[src/source/rx_frame_pkg.sv]
`default_nettype none

package rx_frame_pkg;

	// Field widths
	localparam int WORD_W = 32;
	localparam int ADDR_W = 16;
	localparam int LEN_W = 16;
	localparam int CSUM_W = 16;
	localparam int KEEP_W = WORD_W / 8;
	localparam int BURST_LEN_W = 8;

	typedef logic [WORD_W-1:0] word_t;
	typedef logic [ADDR_W-1:0] addr_t;
	typedef logic [LEN_W-1:0] len_t;
	typedef logic [CSUM_W-1:0] csum_t;
	typedef logic [KEEP_W-1:0] keep_t;
	typedef logic [BURST_LEN_W-1:0] burst_len_t;

	// Flag bits of report word 2
	localparam int RPT_ERR_BIT = 0;
	localparam int RPT_TRUNC_BIT = 1;

	typedef enum logic [2:0] {
		WDMA_IDLE,
		WDMA_FILL,
		WDMA_ADDR,
		WDMA_DATA,
		WDMA_RESP,
		WDMA_DONE
	} wdma_state_e;

	typedef enum logic [2:0] {
		RPT_IDLE,
		RPT_WAIT,
		RPT_WORD0,
		RPT_WORD1,
		RPT_WORD2
	} rpt_state_e;

endpackage

`default_nettype wire

[src/source/rx_buf_queue.sv]
`default_nettype none

module rx_buf_queue #(
	parameter int CMD_DEPTH = 4
) (
	input wire aclk,
	input wire aresetn,
	input wire rx_frame_pkg::word_t cmd_tdata,
	input wire cmd_tvalid,
	output logic cmd_tready,
	output rx_frame_pkg::len_t buf_len,
	output rx_frame_pkg::addr_t buf_addr,
	output logic buf_valid,
	input wire buf_pop
);
	import rx_frame_pkg::*;

	localparam int PTR_W = $clog2(CMD_DEPTH);

	word_t mem [CMD_DEPTH];
	word_t head;
	logic [PTR_W:0] wr_ptr;
	logic [PTR_W:0] rd_ptr;
	logic full;
	logic empty;
	logic push;

	// Extra pointer bit tells full from empty
	assign empty = wr_ptr == rd_ptr;
	assign full = (wr_ptr[PTR_W] != rd_ptr[PTR_W]) &&
		(wr_ptr[PTR_W-1:0] == rd_ptr[PTR_W-1:0]);
	assign push = cmd_tvalid && !full;

	assign cmd_tready = !full;
	assign buf_valid = !empty;

	// Head word falls through to the DMA
	assign head = mem[rd_ptr[PTR_W-1:0]];
	assign buf_len = head[31:16];
	assign buf_addr = head[15:0];

	always_ff @(posedge aclk) begin
		if (push)
			mem[wr_ptr[PTR_W-1:0]] <= cmd_tdata;
	end

	always_ff @(posedge aclk or negedge aresetn) begin
		if (!aresetn) begin
			wr_ptr <= '0;
			rd_ptr <= '0;
		end else begin
			if (push)
				wr_ptr <= wr_ptr + 1'b1;
			if (buf_pop)
				rd_ptr <= rd_ptr + 1'b1;
		end
	end

	// DMA only pops a posted buffer
	assert property (@(posedge aclk) disable iff (!aresetn) buf_pop |-> buf_valid)
		else $error("buffer queue popped while empty");

endmodule

`default_nettype wire

[src/source/rx_frame_wdma.sv]
`default_nettype none

module rx_frame_wdma #(
	parameter int BURST_BEATS = 16
) (
	input wire aclk,
	input wire aresetn,
	input wire rx_frame_pkg::len_t buf_len,
	input wire rx_frame_pkg::addr_t buf_addr,
	input wire buf_valid,
	output logic buf_pop,
	input wire rx_frame_pkg::word_t mac_tdata,
	input wire rx_frame_pkg::keep_t mac_tkeep,
	input wire mac_tvalid,
	input wire mac_tlast,
	output logic mac_tready,
	output logic beat_take,
	output rx_frame_pkg::addr_t awaddr,
	output rx_frame_pkg::burst_len_t awlen,
	output logic awvalid,
	input wire awready,
	output rx_frame_pkg::word_t wdata,
	output rx_frame_pkg::keep_t wstrb,
	output logic wlast,
	output logic wvalid,
	input wire wready,
	input wire [1:0] bresp,
	input wire bvalid,
	output logic frame_done,
	output rx_frame_pkg::len_t frame_len,
	output rx_frame_pkg::addr_t frame_addr,
	output logic wr_err,
	output logic trunc,
	input wire rpt_ack
);
	import rx_frame_pkg::*;

	localparam int CNT_W = $clog2(BURST_BEATS + 1);
	localparam int IDX_W = $clog2(BURST_BEATS);

	wdma_state_e state;
	word_t burst_data [BURST_BEATS];
	keep_t burst_keep [BURST_BEATS];
	logic [CNT_W-1:0] fill_cnt;
	logic [CNT_W-1:0] fill_next;
	logic [IDX_W-1:0] beat_idx;
	len_t buf_len_q;
	addr_t wr_addr;
	logic last_seen;
	logic [2:0] beat_bytes;
	logic beat_fit;
	logic mac_acc;

	// A beat is written only if all its bytes fit, and nothing after the first drop
	assign beat_bytes = 3'($countones(mac_tkeep));
	assign beat_fit = !trunc &&
		(({1'b0, frame_len} + 17'(beat_bytes)) <= {1'b0, buf_len_q});

	assign buf_pop = (state == WDMA_IDLE) && buf_valid;
	assign mac_tready = (state == WDMA_FILL) && (fill_cnt < CNT_W'(BURST_BEATS));
	assign mac_acc = mac_tvalid && mac_tready;
	assign beat_take = mac_acc && beat_fit;
	assign fill_next = fill_cnt + CNT_W'(beat_take);

	assign awvalid = state == WDMA_ADDR;
	assign awaddr = wr_addr;
	assign awlen = burst_len_t'(fill_cnt - 1'b1);

	assign wvalid = state == WDMA_DATA;
	assign wdata = burst_data[beat_idx];
	assign wstrb = burst_keep[beat_idx];
	assign wlast = (CNT_W'(beat_idx) + 1'b1) == fill_cnt;

	always_ff @(posedge aclk) begin
		if (beat_take) begin
			burst_data[IDX_W'(fill_cnt)] <= mac_tdata;
			burst_keep[IDX_W'(fill_cnt)] <= mac_tkeep;
		end
	end

	always_ff @(posedge aclk or negedge aresetn) begin
		if (!aresetn) begin
			state <= WDMA_IDLE;
			fill_cnt <= '0;
			beat_idx <= '0;
			buf_len_q <= '0;
			wr_addr <= '0;
			frame_addr <= '0;
			frame_len <= '0;
			last_seen <= 1'b0;
			wr_err <= 1'b0;
			trunc <= 1'b0;
			frame_done <= 1'b0;
		end else begin
			frame_done <= 1'b0;
			case (state)
				WDMA_IDLE: begin
					if (buf_valid) begin
						buf_len_q <= buf_len;
						wr_addr <= buf_addr;
						frame_addr <= buf_addr;
						frame_len <= '0;
						fill_cnt <= '0;
						last_seen <= 1'b0;
						wr_err <= 1'b0;
						trunc <= 1'b0;
						state <= WDMA_FILL;
					end
				end
				WDMA_FILL: begin
					if (mac_acc) begin
						fill_cnt <= fill_next;
						if (beat_fit)
							frame_len <= frame_len + len_t'(beat_bytes);
						else
							trunc <= 1'b1;
						if (mac_tlast) begin
							last_seen <= 1'b1;
							// Nothing left to write, finish without a burst
							if (fill_next == '0) begin
								frame_done <= 1'b1;
								state <= WDMA_DONE;
							end else begin
								state <= WDMA_ADDR;
							end
						end else if (fill_next == CNT_W'(BURST_BEATS)) begin
							state <= WDMA_ADDR;
						end
					end
				end
				WDMA_ADDR: begin
					if (awready) begin
						beat_idx <= '0;
						state <= WDMA_DATA;
					end
				end
				WDMA_DATA: begin
					if (wready) begin
						beat_idx <= beat_idx + 1'b1;
						wr_addr <= wr_addr + addr_t'(KEEP_W);
						if (wlast)
							state <= WDMA_RESP;
					end
				end
				WDMA_RESP: begin
					if (bvalid) begin
						// Anything but OKAY
						if (bresp != 2'b00)
							wr_err <= 1'b1;
						fill_cnt <= '0;
						if (last_seen) begin
							frame_done <= 1'b1;
							state <= WDMA_DONE;
						end else begin
							state <= WDMA_FILL;
						end
					end
				end
				WDMA_DONE: begin
					if (rpt_ack)
						state <= WDMA_IDLE;
				end
				default: state <= WDMA_IDLE;
			endcase
		end
	end

	assert property (@(posedge aclk) disable iff (!aresetn)
		awvalid && !awready |=> awvalid && $stable(awaddr) && $stable(awlen))
		else $error("write address changed before awready");

	// Data phase ends after the beat numbered awlen and no other
	assert property (@(posedge aclk) disable iff (!aresetn)
		wvalid && wready |=> wvalid == (burst_len_t'($past(beat_idx)) != $past(awlen)))
		else $error("burst did not end on beat awlen");

endmodule

`default_nettype wire

[src/source/rx_checksum.sv]
`default_nettype none

module rx_checksum (
	input wire aclk,
	input wire aresetn,
	input wire rx_frame_pkg::word_t mac_tdata,
	input wire rx_frame_pkg::keep_t mac_tkeep,
	input wire beat_take,
	input wire [7:0] pcss,
	input wire rpt_ack,
	output rx_frame_pkg::csum_t csum
);
	import rx_frame_pkg::*;

	// Frame byte offset of byte 0 of the current beat
	len_t beat_off;
	word_t masked;

	always_comb begin
		masked = '0;
		for (int i = 0; i < KEEP_W; i++) begin
			if (mac_tkeep[i] && ((beat_off + len_t'(i)) >= len_t'(pcss)))
				masked[8*i +: 8] = mac_tdata[8*i +: 8];
		end
	end

	always_ff @(posedge aclk or negedge aresetn) begin
		if (!aresetn) begin
			beat_off <= '0;
			csum <= '0;
		end else if (rpt_ack) begin
			beat_off <= '0;
			csum <= '0;
		end else if (beat_take) begin
			beat_off <= beat_off + len_t'(KEEP_W);
			// Plain wrapping sum of both halves
			csum <= csum + masked[31:16] + masked[15:0];
		end
	end

endmodule

`default_nettype wire

[src/source/rx_report.sv]
`default_nettype none

module rx_report (
	input wire aclk,
	input wire aresetn,
	input wire frame_done,
	input wire rx_frame_pkg::len_t frame_len,
	input wire rx_frame_pkg::addr_t frame_addr,
	input wire wr_err,
	input wire trunc,
	input wire rx_frame_pkg::csum_t csum,
	output rx_frame_pkg::word_t stat_tdata,
	output logic stat_tvalid,
	output logic stat_tlast,
	input wire stat_tready,
	output logic rpt_ack
);
	import rx_frame_pkg::*;

	rpt_state_e state;
	word_t flags;

	always_comb begin
		flags = '0;
		flags[RPT_ERR_BIT] = wr_err;
		flags[RPT_TRUNC_BIT] = trunc;
	end

	assign stat_tvalid = state inside {RPT_WORD0, RPT_WORD1, RPT_WORD2};
	assign stat_tlast = state == RPT_WORD2;
	assign rpt_ack = stat_tlast && stat_tready;

	always_ff @(posedge aclk or negedge aresetn) begin
		if (!aresetn) begin
			state <= RPT_IDLE;
		end else begin
			case (state)
				// One quiet cycle while the DMA drops back to idle
				RPT_IDLE: state <= RPT_WAIT;
				RPT_WAIT: if (frame_done) state <= RPT_WORD0;
				RPT_WORD0: if (stat_tready) state <= RPT_WORD1;
				RPT_WORD1: if (stat_tready) state <= RPT_WORD2;
				RPT_WORD2: if (stat_tready) state <= RPT_IDLE;
				default: state <= RPT_IDLE;
			endcase
		end
	end

	// Next report word is loaded as the current one is taken
	always_ff @(posedge aclk) begin
		case (state)
			RPT_WAIT: if (frame_done) stat_tdata <= {frame_len, frame_addr};
			RPT_WORD0: if (stat_tready) stat_tdata <= word_t'(csum);
			RPT_WORD1: if (stat_tready) stat_tdata <= flags;
			default: ;
		endcase
	end

	assert property (@(posedge aclk) disable iff (!aresetn)
		stat_tvalid && !stat_tready |=> stat_tvalid && $stable(stat_tdata))
		else $error("report word changed while stalled");

	// DMA must not finish a frame while a report is still out
	assert property (@(posedge aclk) disable iff (!aresetn)
		frame_done |-> state == RPT_WAIT)
		else $error("frame_done while report busy");

endmodule

`default_nettype wire

[src/source/rx_frame.sv]
`default_nettype none

module rx_frame #(
	parameter int CMD_DEPTH = 4,
	parameter int BURST_BEATS = 16
) (
	input wire aclk,
	input wire aresetn,
	input wire [7:0] pcss,
	input wire rx_frame_pkg::word_t cmd_tdata,
	input wire cmd_tvalid,
	output wire cmd_tready,
	output wire rx_frame_pkg::word_t stat_tdata,
	output wire stat_tvalid,
	output wire stat_tlast,
	input wire stat_tready,
	input wire rx_frame_pkg::word_t mac_tdata,
	input wire rx_frame_pkg::keep_t mac_tkeep,
	input wire mac_tvalid,
	input wire mac_tlast,
	output wire mac_tready,
	output wire rx_frame_pkg::addr_t awaddr,
	output wire rx_frame_pkg::burst_len_t awlen,
	output wire awvalid,
	input wire awready,
	output wire rx_frame_pkg::word_t wdata,
	output wire rx_frame_pkg::keep_t wstrb,
	output wire wlast,
	output wire wvalid,
	input wire wready,
	input wire [1:0] bresp,
	input wire bvalid
);
	import rx_frame_pkg::*;

	wire len_t buf_len;
	wire addr_t buf_addr;
	wire buf_valid;
	wire buf_pop;
	wire beat_take;
	wire frame_done;
	wire len_t frame_len;
	wire addr_t frame_addr;
	wire wr_err;
	wire trunc;
	wire csum_t csum;
	wire rpt_ack;

	rx_buf_queue #(.CMD_DEPTH(CMD_DEPTH)) i_rx_buf_queue (
		.aclk(aclk), .aresetn(aresetn),
		.cmd_tdata(cmd_tdata), .cmd_tvalid(cmd_tvalid), .cmd_tready(cmd_tready),
		.buf_len(buf_len), .buf_addr(buf_addr), .buf_valid(buf_valid), .buf_pop(buf_pop)
	);

	rx_frame_wdma #(.BURST_BEATS(BURST_BEATS)) i_rx_frame_wdma (
		.aclk(aclk), .aresetn(aresetn),
		.buf_len(buf_len), .buf_addr(buf_addr), .buf_valid(buf_valid), .buf_pop(buf_pop),
		.mac_tdata(mac_tdata), .mac_tkeep(mac_tkeep), .mac_tvalid(mac_tvalid),
		.mac_tlast(mac_tlast), .mac_tready(mac_tready), .beat_take(beat_take),
		.awaddr(awaddr), .awlen(awlen), .awvalid(awvalid), .awready(awready),
		.wdata(wdata), .wstrb(wstrb), .wlast(wlast), .wvalid(wvalid), .wready(wready),
		.bresp(bresp), .bvalid(bvalid),
		.frame_done(frame_done), .frame_len(frame_len), .frame_addr(frame_addr),
		.wr_err(wr_err), .trunc(trunc), .rpt_ack(rpt_ack)
	);

	rx_checksum i_rx_checksum (
		.aclk(aclk), .aresetn(aresetn),
		.mac_tdata(mac_tdata), .mac_tkeep(mac_tkeep), .beat_take(beat_take),
		.pcss(pcss), .rpt_ack(rpt_ack), .csum(csum)
	);

	rx_report i_rx_report (
		.aclk(aclk), .aresetn(aresetn),
		.frame_done(frame_done), .frame_len(frame_len), .frame_addr(frame_addr),
		.wr_err(wr_err), .trunc(trunc), .csum(csum),
		.stat_tdata(stat_tdata), .stat_tvalid(stat_tvalid), .stat_tlast(stat_tlast),
		.stat_tready(stat_tready), .rpt_ack(rpt_ack)
	);

endmodule

`default_nettype wire

[config.mk]
export PLATFORM = sky130hd
export DESIGN_NAME = rx_frame
export DESIGN_NICKNAME = d
export VERILOG_FILES = /design/src/source/rx_frame_pkg.sv /design/src/source/rx_buf_queue.sv /design/src/source/rx_frame_wdma.sv /design/src/source/rx_checksum.sv /design/src/source/rx_report.sv /design/src/source/rx_frame.sv
export SDC_FILE = /design/constraint.sdc
export NUM_CORES = 1
export LEC_CHECK = 0
export CAP_MARGIN = 0
export CELL_PAD_IN_SITES_DETAIL_PLACEMENT = 1
export CELL_PAD_IN_SITES_GLOBAL_PLACEMENT = 2
export CORE_MARGIN = 3
export CORE_UTILIZATION = 35
export DETAILED_ROUTE_END_ITERATION = 6
export DONT_BUFFER_PORTS = 1
export PLACE_DENSITY_LB_ADDON = 0.1
export SLEW_MARGIN = 10
export SYNTH_ARGS = -nofsm -noshare
export SYNTH_HDL_FRONTEND = slang
export SYNTH_SLANG_ARGS = --single-unit
[constraint.sdc]
create_clock -name aclk -period 15 [get_ports aclk]
set_input_delay 1.5 -clock aclk [delete_from_list [all_inputs] [get_ports aclk]]
set_output_delay 1.5 -clock aclk [all_outputs]
set_load 0.05 [all_outputs]
==> summary.md <==
| Metric | Value |
|---|---|
| Hold Fails Final Rpt | 0 |
| Gr usage total | 0.188 |
| Critical path's most frequent cell | ha_1 |
| Clk pwr share | 0.306 |
| Initial DRC count | 1139 |
| CTS Buf Count | 97 |
| Layout Nets | 2543 |
| Final Power | 7.76 mW |
| Router iterations before antenna repair | 5 |
| Mapped Nets | 2516 |
| Seq/Total Area, Yosys | 0.693 |
| Fraction of layout cells with a size suffix above 1 | 0.147 |
| Async SR Flop Fraction | 0.139 |
| CTS tree | yes |
| Least-Margin Pin Slew | 1.11 ns |
| Seq pwr share | 0.413 |
| Die height | 328 µm |
| Reg2reg end | i_rx_frame_wdma.burst_data[12][2] |
| Most frequent cells in the layout | edfxtp_1, nand2_1, o21ai_0, mux2i_1, dfrtp_1 |
| Peak Freq | 129 MHz |
| R2r worst-path depth | 19 |
| Maximum vdd ir drop | 0.109 mV |
| Fraction of power spent switching nets | 0.357 |
| Synth-to-Final Area Change | 13.7% |
| Full die area | 0.107 mm² |
| Setup_tns | 0 ns |
| Setup-failing EPs final | 0 |
| CP max FO | 57 |
| CP Cell Sequence | ha_1 > ha_1 > inv_1 > fa_1 > fa_1 > nand2b_1 > a2111oi_2 > and3_1 > xor2_1 > ha_1 > nor4_1 > o211ai_1 > o31ai_1 > o2111ai_1 > nand2_1 > nand3_1 > inv_2 > buf_4 > nand2_1 > nor2_4 > buf_4 |
| Top Ports | 186 |
| Core Box Area | 0.102 mm² |
| Initial Util | 0.354 |
| DP Worst Slack | 6.55 ns |
| Final cycle utilization of the critical path | 0.516 |
| Worst setup path startpoint | mac_tkeep[2] |
| Mean Syn Cell Area | 15.4 µm² |
| Pwr/cell area | 189 mW/mm² |
| Maximum clock path buffer count | 3 |
| EDFF count, synth | 736 |
| Busiest grt layer | met2 |
| Ys flop type | edfxtp_1 |
| Fin worst setup slack | 7.26 ns |
| Die span in x | 328 µm |
| Worst skew pair latency | 0.67 ns |
| Setup crit end kind | register |
| Largest net degree at the start of global routing | 120 |
| RSZ-0062 raised after global routing | false |
| Slew Viols, Final | 0 |
| Vias in the first global route | 21600 |
| Crit Path Class | input port to register |
| Fin area | 0.0411 mm² |
| Grt ovf | 0 |
| First-pass GRT wire length | 149000 µm |
| CP Data Required Time | 15.33 ns |
| WP data arrival | 8.07 ns |
| Slowest cell on crit path | a2111oi_2 |
| Hold-critical path endpoint | i_rx_frame_wdma.frame_addr[6] |
| Setup Skew | 0.0239 ns |
| Worst Hold Launch | i_rx_frame_wdma.frame_addr[6] |
| Hold path cells | 2 |
| Detail Route Antenna Nets | 0 |
| Buffers inserted by post-CTS timing repair | 0 |
| H-tree levels | 3 |
| Startpoint Class | input port |
| Wire per inst | 26.3 µm |
| Clock Pin Slew Worst Setup and Hold Paths | 0.06 ns |
| Routed WL | 100000 µm |
| Post-synth top area share | 0.611 |
| Detailed placer's ending HPWL | 63200 µm |
| Placed Cells | 3640 |
| Final RePlAce weighted congestion | 0.781 |
| CTS resizes | 0 |
| Psw | 2.77 mW |
| Grt met1 use | 0.246 |
| Min Clock Period, post-route | 7.74 ns |
| Initial antenna violation count | 5 |
| Register-to-register setup slack | 8.55 ns |
| Remaining DRCs | 0 |
| Final hold slack | 0.480 ns |
| Leak | 14.4 nW |
| Synth Warn # | 0 |
| Buf+Inv Stages, Crit Path | 4 |
| Most common cell after layout, fill and taps aside | edfxtp_1 |
| Status | finished, final reports clean |
| Top cells by area, synth | edfxtp_1, dfrtp_1, mux4_2 |
| CP max stage delay | 0.71 ns |
| FF+latch count, synth | 855 |
| GR Layer Usage met2 | 0.320 |
| Clock Root Buffer | clkbuf_16 |
| Vias | 20100 |
| Max-cap violations | 0 |
| Int Pwr | 4.99 mW |
| Post-Layout Cell Count | 3818 |
| Distinct cells, synth | 66 |
| Mapped Cells | 2344 |
| Slew HR | 0.257 |
| Placed Area | 0.0379 mm² |
| Leading area contributor after synthesis | edfxtp_1 |
| Hold Crit Class | register to register |
| Clk sinks | 855 |
| Port bufs | 0 |
| Rows | 117 |
| Final Util | 0.402 |
| Vias per inst | 5.26 |
| CP delay by family, top | simple AND/OR/NAND/NOR gates |
| Hold bufs inserted after CTS | 0 |
| Grt met3 use | 0.0371 |
| Inserted Diodes | 0 |
| Reg2reg start | i_rx_frame_wdma.frame_len[0] |
| Combinational share of power | 0.281 |
| Synth Cell Area | 0.0362 mm² |
[kinds of logic (layout without fill, tap and decap cells)]
kind of cell,count (synthesis),after routing,synth area share
buffers and inverters,213,319,0.0229
multiplexers,255,255,0.107
AO/OA/AOI/OAI,404,404,0.0702
adder cells (fa/ha/maj),85,85,0.0331
flip-flops,855,855,0.693
AND/OR/NAND/NOR,480,480,0.0605
XOR/XNOR,52,52,0.0126
[worst max-delay path by stage]
stage,end,slack (ns),cells past startpoint
floorplan,i_rx_frame_wdma.burst_data[0][0],6.58,21
global placement,i_rx_frame_wdma.burst_data[12][6],6.74,20
detailed placement,i_rx_frame_wdma.burst_data[12][5],6.55,21
CTS,i_rx_frame_wdma.burst_data[12][2],7.28,21
global route,i_rx_frame_wdma.state[0],6.83,28
finish,i_rx_frame_wdma.burst_data[12][2],7.26,21
[synth_stat cells, types with 23 or more instances]
master    number
o31ai_1       25
mux4_2       104
edfxtp_1     736
clkbuf_1      81
dfrtp_1      119
nand3_1       34
mux2i_1      123
and2_1        27
inv_1         91
o21ai_0      133
mux2_2        28
xor2_1        29
a22oi_1       37
nand2_1      235
a21oi_1       95
nor2_1        91
ha_1          67
xnor2_1       23
a221oi_1      38
[registers in the layout (all words and copies together), names as in the netlist, 4 cells and up]
signal / cells
i_rx_buf_queue.mem: 128
i_rx_checksum.beat_off: 14
i_rx_checksum.csum: 16
i_rx_frame_wdma.awaddr: 16
i_rx_frame_wdma.beat_idx: 4
i_rx_frame_wdma.buf_len_q: 16
i_rx_frame_wdma.burst_data: 512
i_rx_frame_wdma.burst_keep: 64
i_rx_frame_wdma.fill_cnt: 5
i_rx_frame_wdma.frame_addr: 16
i_rx_frame_wdma.frame_len: 16
i_rx_report.stat_tdata: 32
[metal layers]
layer / vias up / share of wire
met5: - / 0.00027
met4: 4 / 0.023
met3: 127 / 0.042
met2: 352 / 0.50
met1: 10600 / 0.44
li1: 9013 / -
[worst register-to-register path, stage by stage (launching register included)]
cell and delay, ns:
dfrtp_1 0.38, ha_1 0.18, inv_1 0.06, fa_1 0.40
nand2b_1 0.23, a2111oi_2 0.72, and3_1 0.26, xor2_1 0.09
ha_1 0.20, nor4_1 0.38, o211ai_1 0.18, o31ai_1 0.14
o2111ai_1 0.16, nand2_1 0.11, nand3_1 0.44, inv_2 0.23
buf_4 0.55, nand2_1 0.40, nor2_4 0.55, buf_4 0.45
[power groups by stage]
stage	Clock [mW]	Sequential [mW]	Combinational [mW]
CTS	2.44	3.21	2.25
finish	2.37	3.20	2.18
detailed placement	0	3.26	2.24
global route	2.53	3.23	2.39
floorplan	0	3.14	1.67
global placement	0	3.25	2.21
[final cells by class]
cell class | instances | area (µm²)
fill | 10200 | 61100
sequential | 855 | 25100
multi-input combinational | 1276 | 10400
clock buffer | 122 | 2580
tap | 1368 | 1710
clock inverter | 56 | 606
timing repair buffer | 49 | 372
inverter | 92 | 345
Note: power is estimated with default switching activity, not from simulation.
